### config.mk
export PLATFORM = sky130hd
export DESIGN_NAME = cpu_core
export DESIGN_NICKNAME = d
export VERILOG_FILES = /design/src/hw/cpu_pkg.sv /design/src/hw/store_if.sv /design/src/hw/cpu_core.sv /design/src/hw/execute_unit.sv /design/src/hw/inst_queue.sv /design/src/hw/fetch_unit.sv /design/src/hw/reg_file.sv /design/src/hw/alu.sv
export SDC_FILE = /design/constraint.sdc
export NUM_CORES = 1
export LEC_CHECK = 0
export BUFFER_PORTS_ARGS = -buffer_cell sky130_fd_sc_hd__buf_2
export CELL_PAD_IN_SITES_DETAIL_PLACEMENT = 0
export CELL_PAD_IN_SITES_GLOBAL_PLACEMENT = 1
export CORE_ASPECT_RATIO = 1.25
export CORE_MARGIN = 10
export CORE_UTILIZATION = 53
export CTS_CLUSTER_SIZE = 25
export DETAILED_ROUTE_END_ITERATION = 8
export GPL_ROUTABILITY_DRIVEN = 0
export PLACE_DENSITY_LB_ADDON = 0.1
export SETUP_SLACK_MARGIN = 0.2
export SLEW_MARGIN = 25
export SYNTH_ARGS = -nofsm -noshare
export SYNTH_HDL_FRONTEND = slang
export SYNTH_HIERARCHICAL = 1
export SYNTH_SLANG_ARGS = --single-unit
### constraint.sdc
create_clock -name clock -period 6.8 [get_ports clock]
set_input_delay 0.34 -clock clock [delete_from_list [all_inputs] [get_ports clock]]
set_output_delay 0.34 -clock clock [all_outputs]
set_load 0.01 [all_outputs]
### src/hw/cpu_pkg.sv
package cpu_pkg;

    localparam int ADDR_W = 16;
    localparam int DATA_W = 8;

    typedef logic [ADDR_W-1:0] addr_t;
    typedef logic [DATA_W-1:0] byte_t;
    typedef logic [2:0] reg_idx_t;

    // Register code 6 selects memory at H:L
    localparam reg_idx_t REG_H = 3'd4;
    localparam reg_idx_t REG_L = 3'd5;
    localparam reg_idx_t REG_MEM = 3'd6;
    localparam reg_idx_t REG_A = 3'd7;

    // Opcode bits 5:3 in ALU instructions
    typedef enum logic [2:0] {
        ALU_ADD = 3'd0,
        ALU_ADC = 3'd1,
        ALU_SUB = 3'd2,
        ALU_SBC = 3'd3,
        ALU_AND = 3'd4,
        ALU_XOR = 3'd5,
        ALU_OR  = 3'd6,
        ALU_CP  = 3'd7
    } alu_op_t;

    typedef enum logic [1:0] {
        JR_NZ = 2'd0,
        JR_Z  = 2'd1,
        JR_NC = 2'd2,
        JR_C  = 2'd3
    } jr_cond_t;

    typedef enum logic [1:0] {
        GRP_MISC = 2'b00,
        GRP_LD   = 2'b01,
        GRP_ALU  = 2'b10,
        GRP_IMM  = 2'b11
    } opc_grp_t;

    // xx ddd sss
    typedef struct packed {
        opc_grp_t grp;
        reg_idx_t dst;
        reg_idx_t src;
    } opc_fields_t;

    typedef struct packed {
        byte_t opcode;
        byte_t imm;
        addr_t next_pc;     // Address after the instruction
    } inst_pkt_t;

    localparam byte_t OPC_NOP = 8'h00;
    localparam byte_t OPC_HALT = 8'h76;
    localparam addr_t RESET_PC = 16'h0000;

endpackage
### src/hw/store_if.sv
`timescale 1ns/1ps

interface store_if;
    import cpu_pkg::*;

    logic  store_req;   // Held until store_done
    addr_t store_addr;
    byte_t store_data;
    logic  store_done;

    // Execute side requests the write
    modport exec (
        output store_req,
        output store_addr,
        output store_data,
        input  store_done
    );

    // Bus owner performs it
    modport bus (
        input  store_req,
        input  store_addr,
        input  store_data,
        output store_done
    );

endinterface

### src/hw/cpu_core.sv
`timescale 1ns/1ps

module cpu_core #(
    parameter int QUEUE_DEPTH = 4
) (
    input  logic           clock,
    input  logic           rst_n,
    input  cpu_pkg::byte_t db_rdata,
    output cpu_pkg::addr_t db_address,
    output cpu_pkg::byte_t db_wdata,
    output logic           db_nread,
    output logic           db_nwrite
);
    import cpu_pkg::*;

    logic      push;
    logic      full;
    logic      pop;
    logic      empty;
    logic      flush;
    logic      redirect;
    addr_t     redirect_pc;
    inst_pkt_t push_pkt;
    inst_pkt_t pop_pkt;

    store_if store_bus ();

    fetch_unit fetch_unit_inst (
        .clock       (clock),
        .rst_n       (rst_n),
        .db_rdata    (db_rdata),
        .db_address  (db_address),
        .db_wdata    (db_wdata),
        .db_nread    (db_nread),
        .db_nwrite   (db_nwrite),
        .push        (push),
        .push_pkt    (push_pkt),
        .full        (full),
        .redirect    (redirect),
        .redirect_pc (redirect_pc),
        .store       (store_bus)
    );

    inst_queue #(
        .QUEUE_DEPTH (QUEUE_DEPTH),
        .payload_t   (inst_pkt_t)
    ) inst_queue_inst (
        .clock    (clock),
        .rst_n    (rst_n),
        .push     (push),
        .push_pkt (push_pkt),
        .pop      (pop),
        .flush    (flush),
        .full     (full),
        .empty    (empty),
        .pop_pkt  (pop_pkt)
    );

    execute_unit execute_unit_inst (
        .clock       (clock),
        .rst_n       (rst_n),
        .empty       (empty),
        .pop_pkt     (pop_pkt),
        .pop         (pop),
        .flush       (flush),
        .redirect    (redirect),
        .redirect_pc (redirect_pc),
        .store       (store_bus)
    );

endmodule

### src/hw/execute_unit.sv
`timescale 1ns/1ps

module execute_unit (
    input  logic               clock,
    input  logic               rst_n,
    input  logic               empty,
    input  cpu_pkg::inst_pkt_t pop_pkt,
    output logic               pop,
    output logic               flush,
    output logic               redirect,
    output cpu_pkg::addr_t     redirect_pc,
    store_if.exec              store
);
    import cpu_pkg::*;

    opc_fields_t f;
    alu_op_t     op;
    logic        valid;
    logic        is_ld_imm;
    logic        is_ld_reg;
    logic        is_store;
    logic        is_alu;
    logic        is_alu_imm;
    logic        is_jr;
    byte_t       rd1;
    byte_t       rd2;
    addr_t       hl;
    byte_t       alu_b;
    byte_t       alu_res;
    logic        alu_zero;
    logic        alu_carry;
    reg_idx_t    wr_sel;
    byte_t       wr_data;
    logic        wr_en;
    logic        flag_z;
    logic        flag_c;
    logic        cond_met;

    assign valid = !empty;
    assign f = opc_fields_t'(pop_pkt.opcode);
    assign op = alu_op_t'(f.dst);

    // HALT and anything not matched here retire as a NOP
    assign is_ld_imm = f.grp == GRP_MISC && f.src == REG_MEM && f.dst != REG_MEM;
    assign is_jr = f.grp == GRP_MISC && f.dst[2] && f.src == 3'b000;
    assign is_ld_reg = f.grp == GRP_LD && f.dst != REG_MEM && f.src != REG_MEM;
    assign is_store = f.grp == GRP_LD && f.dst == REG_MEM && f.src != REG_MEM;
    assign is_alu_imm = f.grp == GRP_IMM && f.src == REG_MEM;
    assign is_alu = (f.grp == GRP_ALU && f.src != REG_MEM) || is_alu_imm;

    reg_file reg_file_inst (
        .clock   (clock),
        .rst_n   (rst_n),
        .rd1_sel (REG_A),
        .rd2_sel (f.src),
        .wr_sel  (wr_sel),
        .wr_data (wr_data),
        .wr_en   (wr_en),
        .rd1     (rd1),
        .rd2     (rd2),
        .hl      (hl)
    );

    assign alu_b = is_alu_imm ? pop_pkt.imm : rd2;

    alu alu_inst (
        .a        (rd1),
        .b        (alu_b),
        .op       (op),
        .carry_in (flag_c),
        .result   (alu_res),
        .zero     (alu_zero),
        .carry    (alu_carry)
    );

    assign wr_sel = is_alu ? REG_A : f.dst;
    assign wr_data = is_ld_imm ? pop_pkt.imm : (is_ld_reg ? rd2 : alu_res);
    assign wr_en = valid && (is_ld_imm || is_ld_reg || (is_alu && op != ALU_CP));

    always_comb
    begin
        case (jr_cond_t'(f.dst[1:0]))
            JR_NZ:   cond_met = !flag_z;
            JR_Z:    cond_met = flag_z;
            JR_NC:   cond_met = !flag_c;
            default: cond_met = flag_c;
        endcase
    end

    // Target is relative to the byte after JR
    assign redirect = valid && is_jr && cond_met;
    assign flush = redirect;
    assign redirect_pc = pop_pkt.next_pc + {{8{pop_pkt.imm[7]}}, pop_pkt.imm};

    assign store.store_req = valid && is_store;
    assign store.store_addr = hl;
    assign store.store_data = rd2;

    assign pop = valid && (!is_store || store.store_done);

    always_ff @(posedge clock)
    begin
        if (!rst_n)
        begin
            flag_z <= 1'b0;
            flag_c <= 1'b0;
        end
        else if (valid && is_alu)
        begin
            flag_z <= alu_zero;
            flag_c <= alu_carry;
        end
    end

endmodule

### src/hw/inst_queue.sv
`timescale 1ns/1ps

module inst_queue #(
    parameter int  QUEUE_DEPTH = 4,
    parameter type payload_t   = logic [31:0]
) (
    input  logic     clock,
    input  logic     rst_n,
    input  logic     push,
    input  payload_t push_pkt,
    input  logic     pop,
    input  logic     flush,
    output logic     full,
    output logic     empty,
    output payload_t pop_pkt
);

    localparam int PTR_W = $clog2(QUEUE_DEPTH);

    payload_t mem [QUEUE_DEPTH];
    logic [PTR_W-1:0] wr_ptr;
    logic [PTR_W-1:0] rd_ptr;
    logic [PTR_W:0] count;
    logic do_push;
    logic do_pop;

    assign full = count == (PTR_W+1)'(QUEUE_DEPTH);
    assign empty = count == '0;
    assign do_push = push && !full;
    assign do_pop = pop && !empty;
    assign pop_pkt = mem[rd_ptr];

    // Pointers wrap on their own because depth is a power of two
    always_ff @(posedge clock)
    begin
        if (!rst_n || flush)
        begin
            wr_ptr <= '0;
            rd_ptr <= '0;
            count <= '0;
        end
        else
        begin
            if (do_push)
            begin
                wr_ptr <= wr_ptr + 1'b1;
            end
            if (do_pop)
            begin
                rd_ptr <= rd_ptr + 1'b1;
            end
            case ({do_push, do_pop})
                2'b10:   count <= count + 1'b1;
                2'b01:   count <= count - 1'b1;
                default: count <= count;
            endcase
        end
    end

    always_ff @(posedge clock)
    begin
        if (do_push)
        begin
            mem[wr_ptr] <= push_pkt;
        end
    end

endmodule

### src/hw/fetch_unit.sv
`timescale 1ns/1ps

module fetch_unit (
    input  logic               clock,
    input  logic               rst_n,
    input  cpu_pkg::byte_t     db_rdata,
    output cpu_pkg::addr_t     db_address,
    output cpu_pkg::byte_t     db_wdata,
    output logic               db_nread,
    output logic               db_nwrite,
    output logic               push,
    output cpu_pkg::inst_pkt_t push_pkt,
    input  logic               full,
    input  logic               redirect,
    input  cpu_pkg::addr_t     redirect_pc,
    store_if.bus               store
);
    import cpu_pkg::*;

    addr_t pc;
    byte_t op_byte;     // Opcode waiting for its immediate
    logic  have_op;
    logic  halted;
    logic  active;      // Keeps the bus idle in the cycle after reset
    logic  wr_cycle;
    logic  rd_en;
    logic  last_byte;

    // LD r,n and ALU A,n and JR cc,e carry an immediate byte
    function automatic logic has_imm(byte_t op);
        opc_fields_t f;
        f = opc_fields_t'(op);
        return (f.grp == GRP_MISC && f.src == REG_MEM && f.dst != REG_MEM)
            || (f.grp == GRP_IMM && f.src == REG_MEM)
            || (f.grp == GRP_MISC && f.dst[2] && f.src == 3'b000);
    endfunction

    // A store owns the bus from request to done
    assign rd_en = active && !halted && !redirect && !store.store_req && !wr_cycle
                   && (have_op || !full);

    assign last_byte = have_op || !has_imm(db_rdata);
    assign push = rd_en && last_byte;
    assign push_pkt = '{
        opcode:  have_op ? op_byte : db_rdata,
        imm:     have_op ? db_rdata : 8'h00,
        next_pc: pc + addr_t'(1)
    };

    assign db_address = wr_cycle ? store.store_addr : pc;
    assign db_wdata = store.store_data;
    assign db_nread = !rd_en;
    assign db_nwrite = !wr_cycle;
    assign store.store_done = wr_cycle;

    always_ff @(posedge clock)
    begin
        if (!rst_n)
        begin
            pc <= RESET_PC;
            have_op <= 1'b0;
            halted <= 1'b0;
            active <= 1'b0;
            wr_cycle <= 1'b0;
        end
        else
        begin
            active <= 1'b1;
            wr_cycle <= store.store_req && !wr_cycle;
            if (redirect)
            begin
                pc <= redirect_pc;  // Partial instruction is dropped
                have_op <= 1'b0;
                halted <= 1'b0;
            end
            else if (rd_en)
            begin
                pc <= pc + addr_t'(1);
                have_op <= !last_byte;
                if (push && push_pkt.opcode == OPC_HALT)
                begin
                    halted <= 1'b1;
                end
            end
        end
    end

    always_ff @(posedge clock)
    begin
        if (rd_en && !have_op)
        begin
            op_byte <= db_rdata;
        end
    end

endmodule

### src/hw/reg_file.sv
`timescale 1ns/1ps

module reg_file (
    input  logic              clock,
    input  logic              rst_n,
    input  cpu_pkg::reg_idx_t rd1_sel,
    input  cpu_pkg::reg_idx_t rd2_sel,
    input  cpu_pkg::reg_idx_t wr_sel,
    input  cpu_pkg::byte_t    wr_data,
    input  logic              wr_en,
    output cpu_pkg::byte_t    rd1,
    output cpu_pkg::byte_t    rd2,
    output cpu_pkg::addr_t    hl
);
    import cpu_pkg::*;

    byte_t regs [8];

    always_ff @(posedge clock)
    begin
        if (!rst_n)
        begin
            for (int i = 0; i < 8; i++)
            begin
                regs[i] <= '0;
            end
        end
        else if (wr_en && wr_sel != REG_MEM)    // Slot 6 is memory, not a register
        begin
            regs[wr_sel] <= wr_data;
        end
    end

    assign rd1 = regs[rd1_sel];
    assign rd2 = regs[rd2_sel];
    assign hl = {regs[REG_H], regs[REG_L]};

endmodule

### src/hw/alu.sv
`timescale 1ns/1ps

module alu (
    input  cpu_pkg::byte_t   a,
    input  cpu_pkg::byte_t   b,
    input  cpu_pkg::alu_op_t op,
    input  logic             carry_in,
    output cpu_pkg::byte_t   result,
    output logic             zero,
    output logic             carry
);
    import cpu_pkg::*;

    logic [8:0] wide;   // Bit 8 holds carry or borrow

    always_comb
    begin
        case (op)
            ALU_ADD:
                wide = {1'b0, a} + {1'b0, b};
            ALU_ADC:
                wide = {1'b0, a} + {1'b0, b} + {8'd0, carry_in};
            ALU_SUB, ALU_CP:
                wide = {1'b0, a} - {1'b0, b};
            ALU_SBC:
                wide = {1'b0, a} - {1'b0, b} - {8'd0, carry_in};
            ALU_AND:
                wide = {1'b0, a & b};
            ALU_XOR:
                wide = {1'b0, a ^ b};
            default:
                wide = {1'b0, a | b};
        endcase
    end

    // Compare leaves A alone
    assign result = (op == ALU_CP) ? a : wide[7:0];
    assign zero = wide[7:0] == 8'd0;
    assign carry = wide[8];

endmodule

==> results of run 1 <==
-- state kept, by name, summed over array words and instances, names as in the netlist, 2 cells and up, named ones only --
| name | flops |
|---|---|
| fetch_unit_inst/op_byte | 8 |
| inst_queue_inst/count | 3 |
| inst_queue_inst/mem | 128 |
| fetch_unit_inst/pc | 16 |
| inst_queue_inst/rd_ptr | 2 |
| inst_queue_inst/wr_ptr | 2 |
| execute_unit_inst/reg_file_inst/regs | 64 |
-- worst max-delay path by stage --
stage                    from                                                       end  slack (ps)
detailed placement  flip-flop  execute_unit_inst/reg_file_inst/regs[3][5]$_SDFFCE_PN0P_         790
finish              flip-flop  execute_unit_inst/reg_file_inst/regs[3][5]$_SDFFCE_PN0P_         740
CTS                 flip-flop  execute_unit_inst/reg_file_inst/regs[3][5]$_SDFFCE_PN0P_         790
floorplan           flip-flop  execute_unit_inst/reg_file_inst/regs[1][5]$_SDFFCE_PN0P_        1240
global route        flip-flop  execute_unit_inst/reg_file_inst/regs[0][7]$_SDFFCE_PN0P_         230
global placement    flip-flop  execute_unit_inst/reg_file_inst/regs[3][5]$_SDFFCE_PN0P_         870
-- power breakdown --
group / total [mW] / internal, mW / switching (mW)
clock network: 1.18 / 0.663 / 0.521
logic: 4.00 / 1.52 / 2.48
registers: 1.82 / 1.75 / 0.0705
total: 7.00 / 3.93 / 3.07
-- stage by stage --
step                cell area [um^2]  util [%]  power (mW)  hold WS [ps]
global route                   14880     57.19       7.480         78.57
detailed placement             14180     54.52       5.813         506.5
floorplan                      13970         -       4.971         367.7
global placement               14170     54.49       5.808         495.2
CTS                            14870     57.17       7.014         81.82
finish                         14880     57.19       6.998         88.06
-- logic make-up after synthesis --
family                     synth area share (%)
AOI/OAI and AO/OA                         9.375
xor gates and xnor gates                  3.268
adders and majority gates                 4.974
buffers and inverters                     5.387
DFF                                       47.55
muxes                                     16.48
other                                   0.05389
and+or+nand+nor                           12.91
-- layout make-up --
| class | instances | area (um^2) | area share (%) |
|---|---|---|---|
| multi-input combinational | 769 | 6614 | 44.46 |
| sequential | 231 | 6628 | 44.55 |
| timing repair buffer | 50 | 287.8 | 1.934 |
| inverter | 62 | 232.7 | 1.564 |
| tap | 340 | 425.4 | 2.860 |
| clock inverter | 12 | 87.58 | 0.5887 |
| clock buffer | 30 | 601.8 | 4.045 |
-- routing by layer --
metal,GRT usage (%),up-vias
met4,7.256,0
met3,2.492,60
met1,27.55,4538
li1,-,4363
met2,34.96,247
met5,0,-
-- cells in the final DEF (no fill, tap or decap), types with 23 or more instances in the layout --
cell type	instances
nor3_1	56
mux4_2	36
xnor2_1	26
a21oi_1	45
nand2_1	47
buf_2	35
xor2_1	26
mux4_1	29
nand3_1	24
ha_1	49
dfxtp_1	30
nor2_1	66
edfxtp_1	200
inv_1	60
clkbuf_16	23
o21ai_0	42
mux2_2	48
-- worst max-delay path: cells and delay by family, from the launching register on --
kind	cells	cell delay [ps]
xor+xnor	1	160
flops	1	370
buf+inv	1	210
mux	4	1660
fa+ha+maj	2	690
simple gates	6	1650
compound gates	4	1010
==> impl_metrics.env, run 1 <==
export IMPL_outcome="complete, no violations"
export IMPL_clk_latency_ps=520
export IMPL_cts_resized_gates=0
export IMPL_post_place_ws_ps=794.1
export IMPL_path_clk_slew_ps=60
export IMPL_dieArea_um2=33220
export IMPL_synthCells=1125
export IMPL_route_detailed_drc=0
export IMPL_post_cts_setup_buffers=0
export IMPL_top_layer="met4"
export IMPL_worstHoldPathCells=1
export IMPL_yosys_area_top_type="edfxtp_1"
export IMPL_finalNonFillerCells=1494
export IMPL_initial_core_util_pct=53.57
export IMPL_hold_violations=0
export IMPL_syn_avg_cell_area_um2=12.39
export IMPL_cts_sinks=231
export IMPL_cp_start_kind="flip-flop"
export IMPL_grt_pass1_vias=9208
export IMPL_htree_num_levels=1
export IMPL_setup_slack_ps=736.5
export IMPL_rrSetupSlack_ps=740
export IMPL_root_buffer="clkbuf_16"
export IMPL_synth_top_area_share_pct=43.10
export IMPL_timing_rr_end="execute_unit_inst/reg_file_inst/regs[3][5]$_SDFFCE_PN0P_"
export IMPL_first_pass_iters=5
export IMPL_min_period_over_period_pct=89.17
export IMPL_grt_pass1_wl_mm=54.08
export IMPL_max_stage_delay_ps=790
export IMPL_crit_top_cell="a21oi_1"
export IMPL_holdPathEnd="fetch_unit_inst/op_byte[0]$_DFFE_PP_"
export IMPL_clk_path_buf_depth=3
export IMPL_period_needed_ps=6064
export IMPL_antenna_left=0
export IMPL_required_ps=7030
export IMPL_peakVddDrop_mv=0.2257
export IMPL_rsz0062_at_grt="false"
export IMPL_grtUsageTotal_pct=20.98
export IMPL_met2_length_mm=17.51
export IMPL_finalNetCount=1200
export IMPL_critPathKind="reg -> reg"
export IMPL_arrival_ps=6300
export IMPL_synthArstFlopShare_pct=0
export IMPL_drv_cap=0
export IMPL_cts_tree="built"
export IMPL_rows=66
export IMPL_hold_start="db_rdata[0]"
export IMPL_fp_dieW_um=165.0
export IMPL_cts_buffers=23
export IMPL_yosys_top_cells_area="edfxtp_1, mux4_2, mux4_1, dfxtp_1, ha_1"
export IMPL_antenna_found_initial=0
export IMPL_powerDensity_nw_per_um2=470.4
export IMPL_dp_hpwl_mm=25.36
export IMPL_synthesis_area_um2=13930
export IMPL_worstMarginPinSlew_ps=1065
export IMPL_synth_edf_count=200
export IMPL_holdBufCountCts=0
export IMPL_maxSlewHeadroom_pct=28.52
export IMPL_p_leak_nw=5.522
export IMPL_avgRoutedWirePerCell_um=23.45
export IMPL_core_area_um2=26010
export IMPL_die_h_um=201.3
export IMPL_r2r_cells=18
export IMPL_synth_cell_type_count=96
export IMPL_vias_per_cell=6.163
export IMPL_synth_flop_cell="edfxtp_1"
export IMPL_route_met3_wl_mm=1.569
export IMPL_area_growth_pct=6.761
export IMPL_num_vias=9208
export IMPL_yosysMostFrequentCell="edfxtp_1"
export IMPL_cpMaxStageDelayCell="mux4_2"
export IMPL_setup_viol_count_final=0
export IMPL_yosysWarnings=6
export IMPL_path_max_fanout=18
export IMPL_placed_cells=1452
export IMPL_drt_iter0_drc=690
export IMPL_fmax_ghz=0.1649
export IMPL_fin_skew_ps=20.98
export IMPL_ys_seq_area_share_pct=47.55
export IMPL_wl_mm=35.04
export IMPL_ioPinCount=36
export IMPL_antenna_cells=0
export IMPL_grt_ovfl_total=0
export IMPL_grt_max_degree=37
export IMPL_netlist_top_cells_count="edfxtp_1, nor2_1, inv_1, nor3_1, ha_1"
export IMPL_crit_path_end_kind="flip-flop"
export IMPL_synth_seq_cells=231
export IMPL_io_buffers=35
export IMPL_wl_met1_mm=14.86
export IMPL_nFillCells=2235
export IMPL_path_cells="mux4_2 -> and3b_1 -> and3_1 -> mux2_2 -> ha_1 -> fa_1 -> a211oi_1 -> nor2_1 -> nor4_2 -> nand2_1 -> xnor2_1 -> a2111oi_2 -> a21oi_1 -> mux2_1 -> mux2i_1 -> a21oi_1 -> inv_1 -> nor3_1"
export IMPL_layout_drive_gt1_share_pct=17.07
export IMPL_drv_slew=0
export IMPL_hp_class="in -> reg"
export IMPL_fin_tns_setup_ps=0
No activity file was read; power rests on OpenSTA's default activity.
==> run 2: changes to the inputs <==
- CAP_MARGIN: unset -> 10
- CORE_UTILIZATION: 53 -> 47
- clock period: 6.8 -> 5.5 ns (I/O delays scaled with it)
==> impl_metrics.env, run 2 (synthesis results as in run 1) <==
export IMPL_outcome="complete, no violations"
export IMPL_grt_max_degree=33
export IMPL_ioPinCount=36
export IMPL_fin_skew_ps=23.41
export IMPL_drv_cap=0
export IMPL_vias_per_cell=5.889
export IMPL_critPathKind="reg -> reg"
export IMPL_first_pass_iters=5
export IMPL_num_vias=9575
export IMPL_top_register="inst_queue_inst/mem"
export IMPL_route_detailed_drc=0
export IMPL_period_needed_ps=5226
export IMPL_largest_reg_flops=128
export IMPL_fin_tns_setup_ps=0
export IMPL_core_area_um2=29250
export IMPL_cts_tree="built"
export IMPL_required_ps=5760
export IMPL_clk_latency_ps=530
export IMPL_nFillCells=2588
export IMPL_top_regs="inst_queue_inst/mem x128, execute_unit_inst/reg_file_inst/regs x64, fetch_unit_inst/pc x16"
export IMPL_fmax_ghz=0.1914
export IMPL_sw_frac_of_total_pct=43.78
export IMPL_worstMarginPinSlew_ps=898.2
export IMPL_rsz0062_at_grt="true"
export IMPL_path_clk_slew_ps=60
export IMPL_setup_slack_ps=274.4
export IMPL_hold_violations=0
export IMPL_drv_slew=0
export IMPL_maxSlewHeadroom_pct=40.12
export IMPL_p_comb_share_pct=63.0
export IMPL_hold_start="db_rdata[0]"
export IMPL_drt_iter0_drc=654
export IMPL_mostFrequentLayoutCells="edfxtp_1, buf_4, nor2_1"
export IMPL_clkPwrFrac_pct=15.2
export IMPL_antenna_found_initial=0
export IMPL_p_int_mw=5.800
export IMPL_finalNetCount=1276
export IMPL_cts_buffers=24
export IMPL_holdBufCountCts=0
export IMPL_p_leak_nw=6.009
export IMPL_fin_util_pct=55.45
export IMPL_powerDensity_nw_per_um2=636.0
export IMPL_avgRoutedWirePerCell_um=23.61
export IMPL_die_h_um=212.5
export IMPL_fin_area_um2=16220
export IMPL_wl_mm=38.39
export IMPL_design_power_total_mw=10.32
export IMPL_io_buffers=35
export IMPL_root_buffer="clkbuf_16"
export IMPL_area_growth_pct=16.41
export IMPL_layout_drive_gt1_share_pct=29.92
export IMPL_cts_sinks=231
export IMPL_min_period_over_period_pct=95.01
export IMPL_htree_num_levels=1
export IMPL_dp_hpwl_mm=27.91
export IMPL_arrival_ps=5480
export IMPL_setup_viol_count_final=0
export IMPL_post_place_ws_ps=-95.94
export IMPL_layout_commonest_cell="edfxtp_1"
export IMPL_antenna_cells=0
export IMPL_grt_pass1_wl_mm=57.37
export IMPL_cp_start_kind="flip-flop"
export IMPL_grtUsageTotal_pct=19.99
export IMPL_hp_class="in -> reg"
export IMPL_grt_pass1_vias=9336
export IMPL_dieArea_um2=36980
export IMPL_path_max_fanout=8
export IMPL_post_dp_cell_area_um2=14670
export IMPL_fp_dieW_um=174.0
export IMPL_clk_path_buf_depth=3
export IMPL_antenna_left=0
export IMPL_initial_core_util_pct=47.63
export IMPL_multiInputGateArea_um2=7184
export IMPL_grt_ovfl_total=0
export IMPL_p_sw_mw=4.516
export IMPL_rows=70
export IMPL_seqPwrFrac_pct=21.8
export IMPL_peakVddDrop_mv=0.3236
export IMPL_crit_path_end_kind="flip-flop"
export IMPL_regArea_um2=6630
-- run 2: through the flow --
step,std cells,hold slack (ps)
CTS,1610,16.29
global placement,1563,473.2
floorplan,1134,302.7
global route,1626,20.58
detailed placement,1563,488.4
finish,1626,21.37
-- run 2: final cells by class --
class,count,area share [%]
multi-input cells,769,44.29
flip-flops and latches,231,40.87
repair buffers,125,5.592
clock buffers,31,4.181
well taps,396,3.055
inverters,62,1.504
clock inverters,12,0.5014
-- run 2: power groups by stage --
stage / sequential (mW) / clock (mW) / combinational [mW]
after floorplan: 2.24 / 0 / 3.91
after global placement: 2.27 / 0 / 5.43
after detailed placement: 2.28 / 0 / 5.43
after CTS: 2.25 / 1.60 / 5.57
after global routing: 2.27 / 1.67 / 7.04
final: 2.25 / 1.57 / 6.50
-- run 2: metal layers --
layer | GRT usage (%) | vias to the layer above | part of all wire, %
met1 | 26.43 | 4763 | 43
met2 | 33.64 | 242 | 49
met4 | 6.407 | 0 | 3.0
met5 | 0 | - | 0
li1 | - | 4511 | -
met3 | 2.449 | 59 | 4.3
-- run 2: critical path, cell delays in order (launching register included) --
cell       delay [ps]
dfxtp_4           370
mux4_2            600
buf_12            190
buf_4             160
mux4_1            450
mux2_4            330
mux2_2            290
inv_1             120
ha_4              230
or4_4             540
a2111oi_4         430
nor3_4             80
a2111oi_4         290
a21oi_2            80
mux2_4            280
mux2i_2           160
a21oi_2           110
inv_2             170
nor3_1             70
-- run 2: worst paths after layout --
path	slack [ps]	end	cells after the start
worst max-delay path	270	execute_unit_inst/reg_file_inst/regs[4][5]$_SDFFCE_PN0P_	18
worst min-delay path	20	fetch_unit_inst/op_byte[0]$_DFFE_PP_	1
worst max register to register	270	execute_unit_inst/reg_file_inst/regs[4][5]$_SDFFCE_PN0P_	18
worst min register to register	490	inst_queue_inst/rd_ptr[1]$_SDFFE_PP0P_	2
-- run 2: repair_timing --
| item | in CTS | in global routing |
|---|---|---|
| pin swaps | 1 | 51 |
| buffers inserted | 4 | 15 |
| gates cloned | 0 | 1 |
| endpoints found under the setup margin | 28 | 45 |
| resized for setup | 19 | 121 |
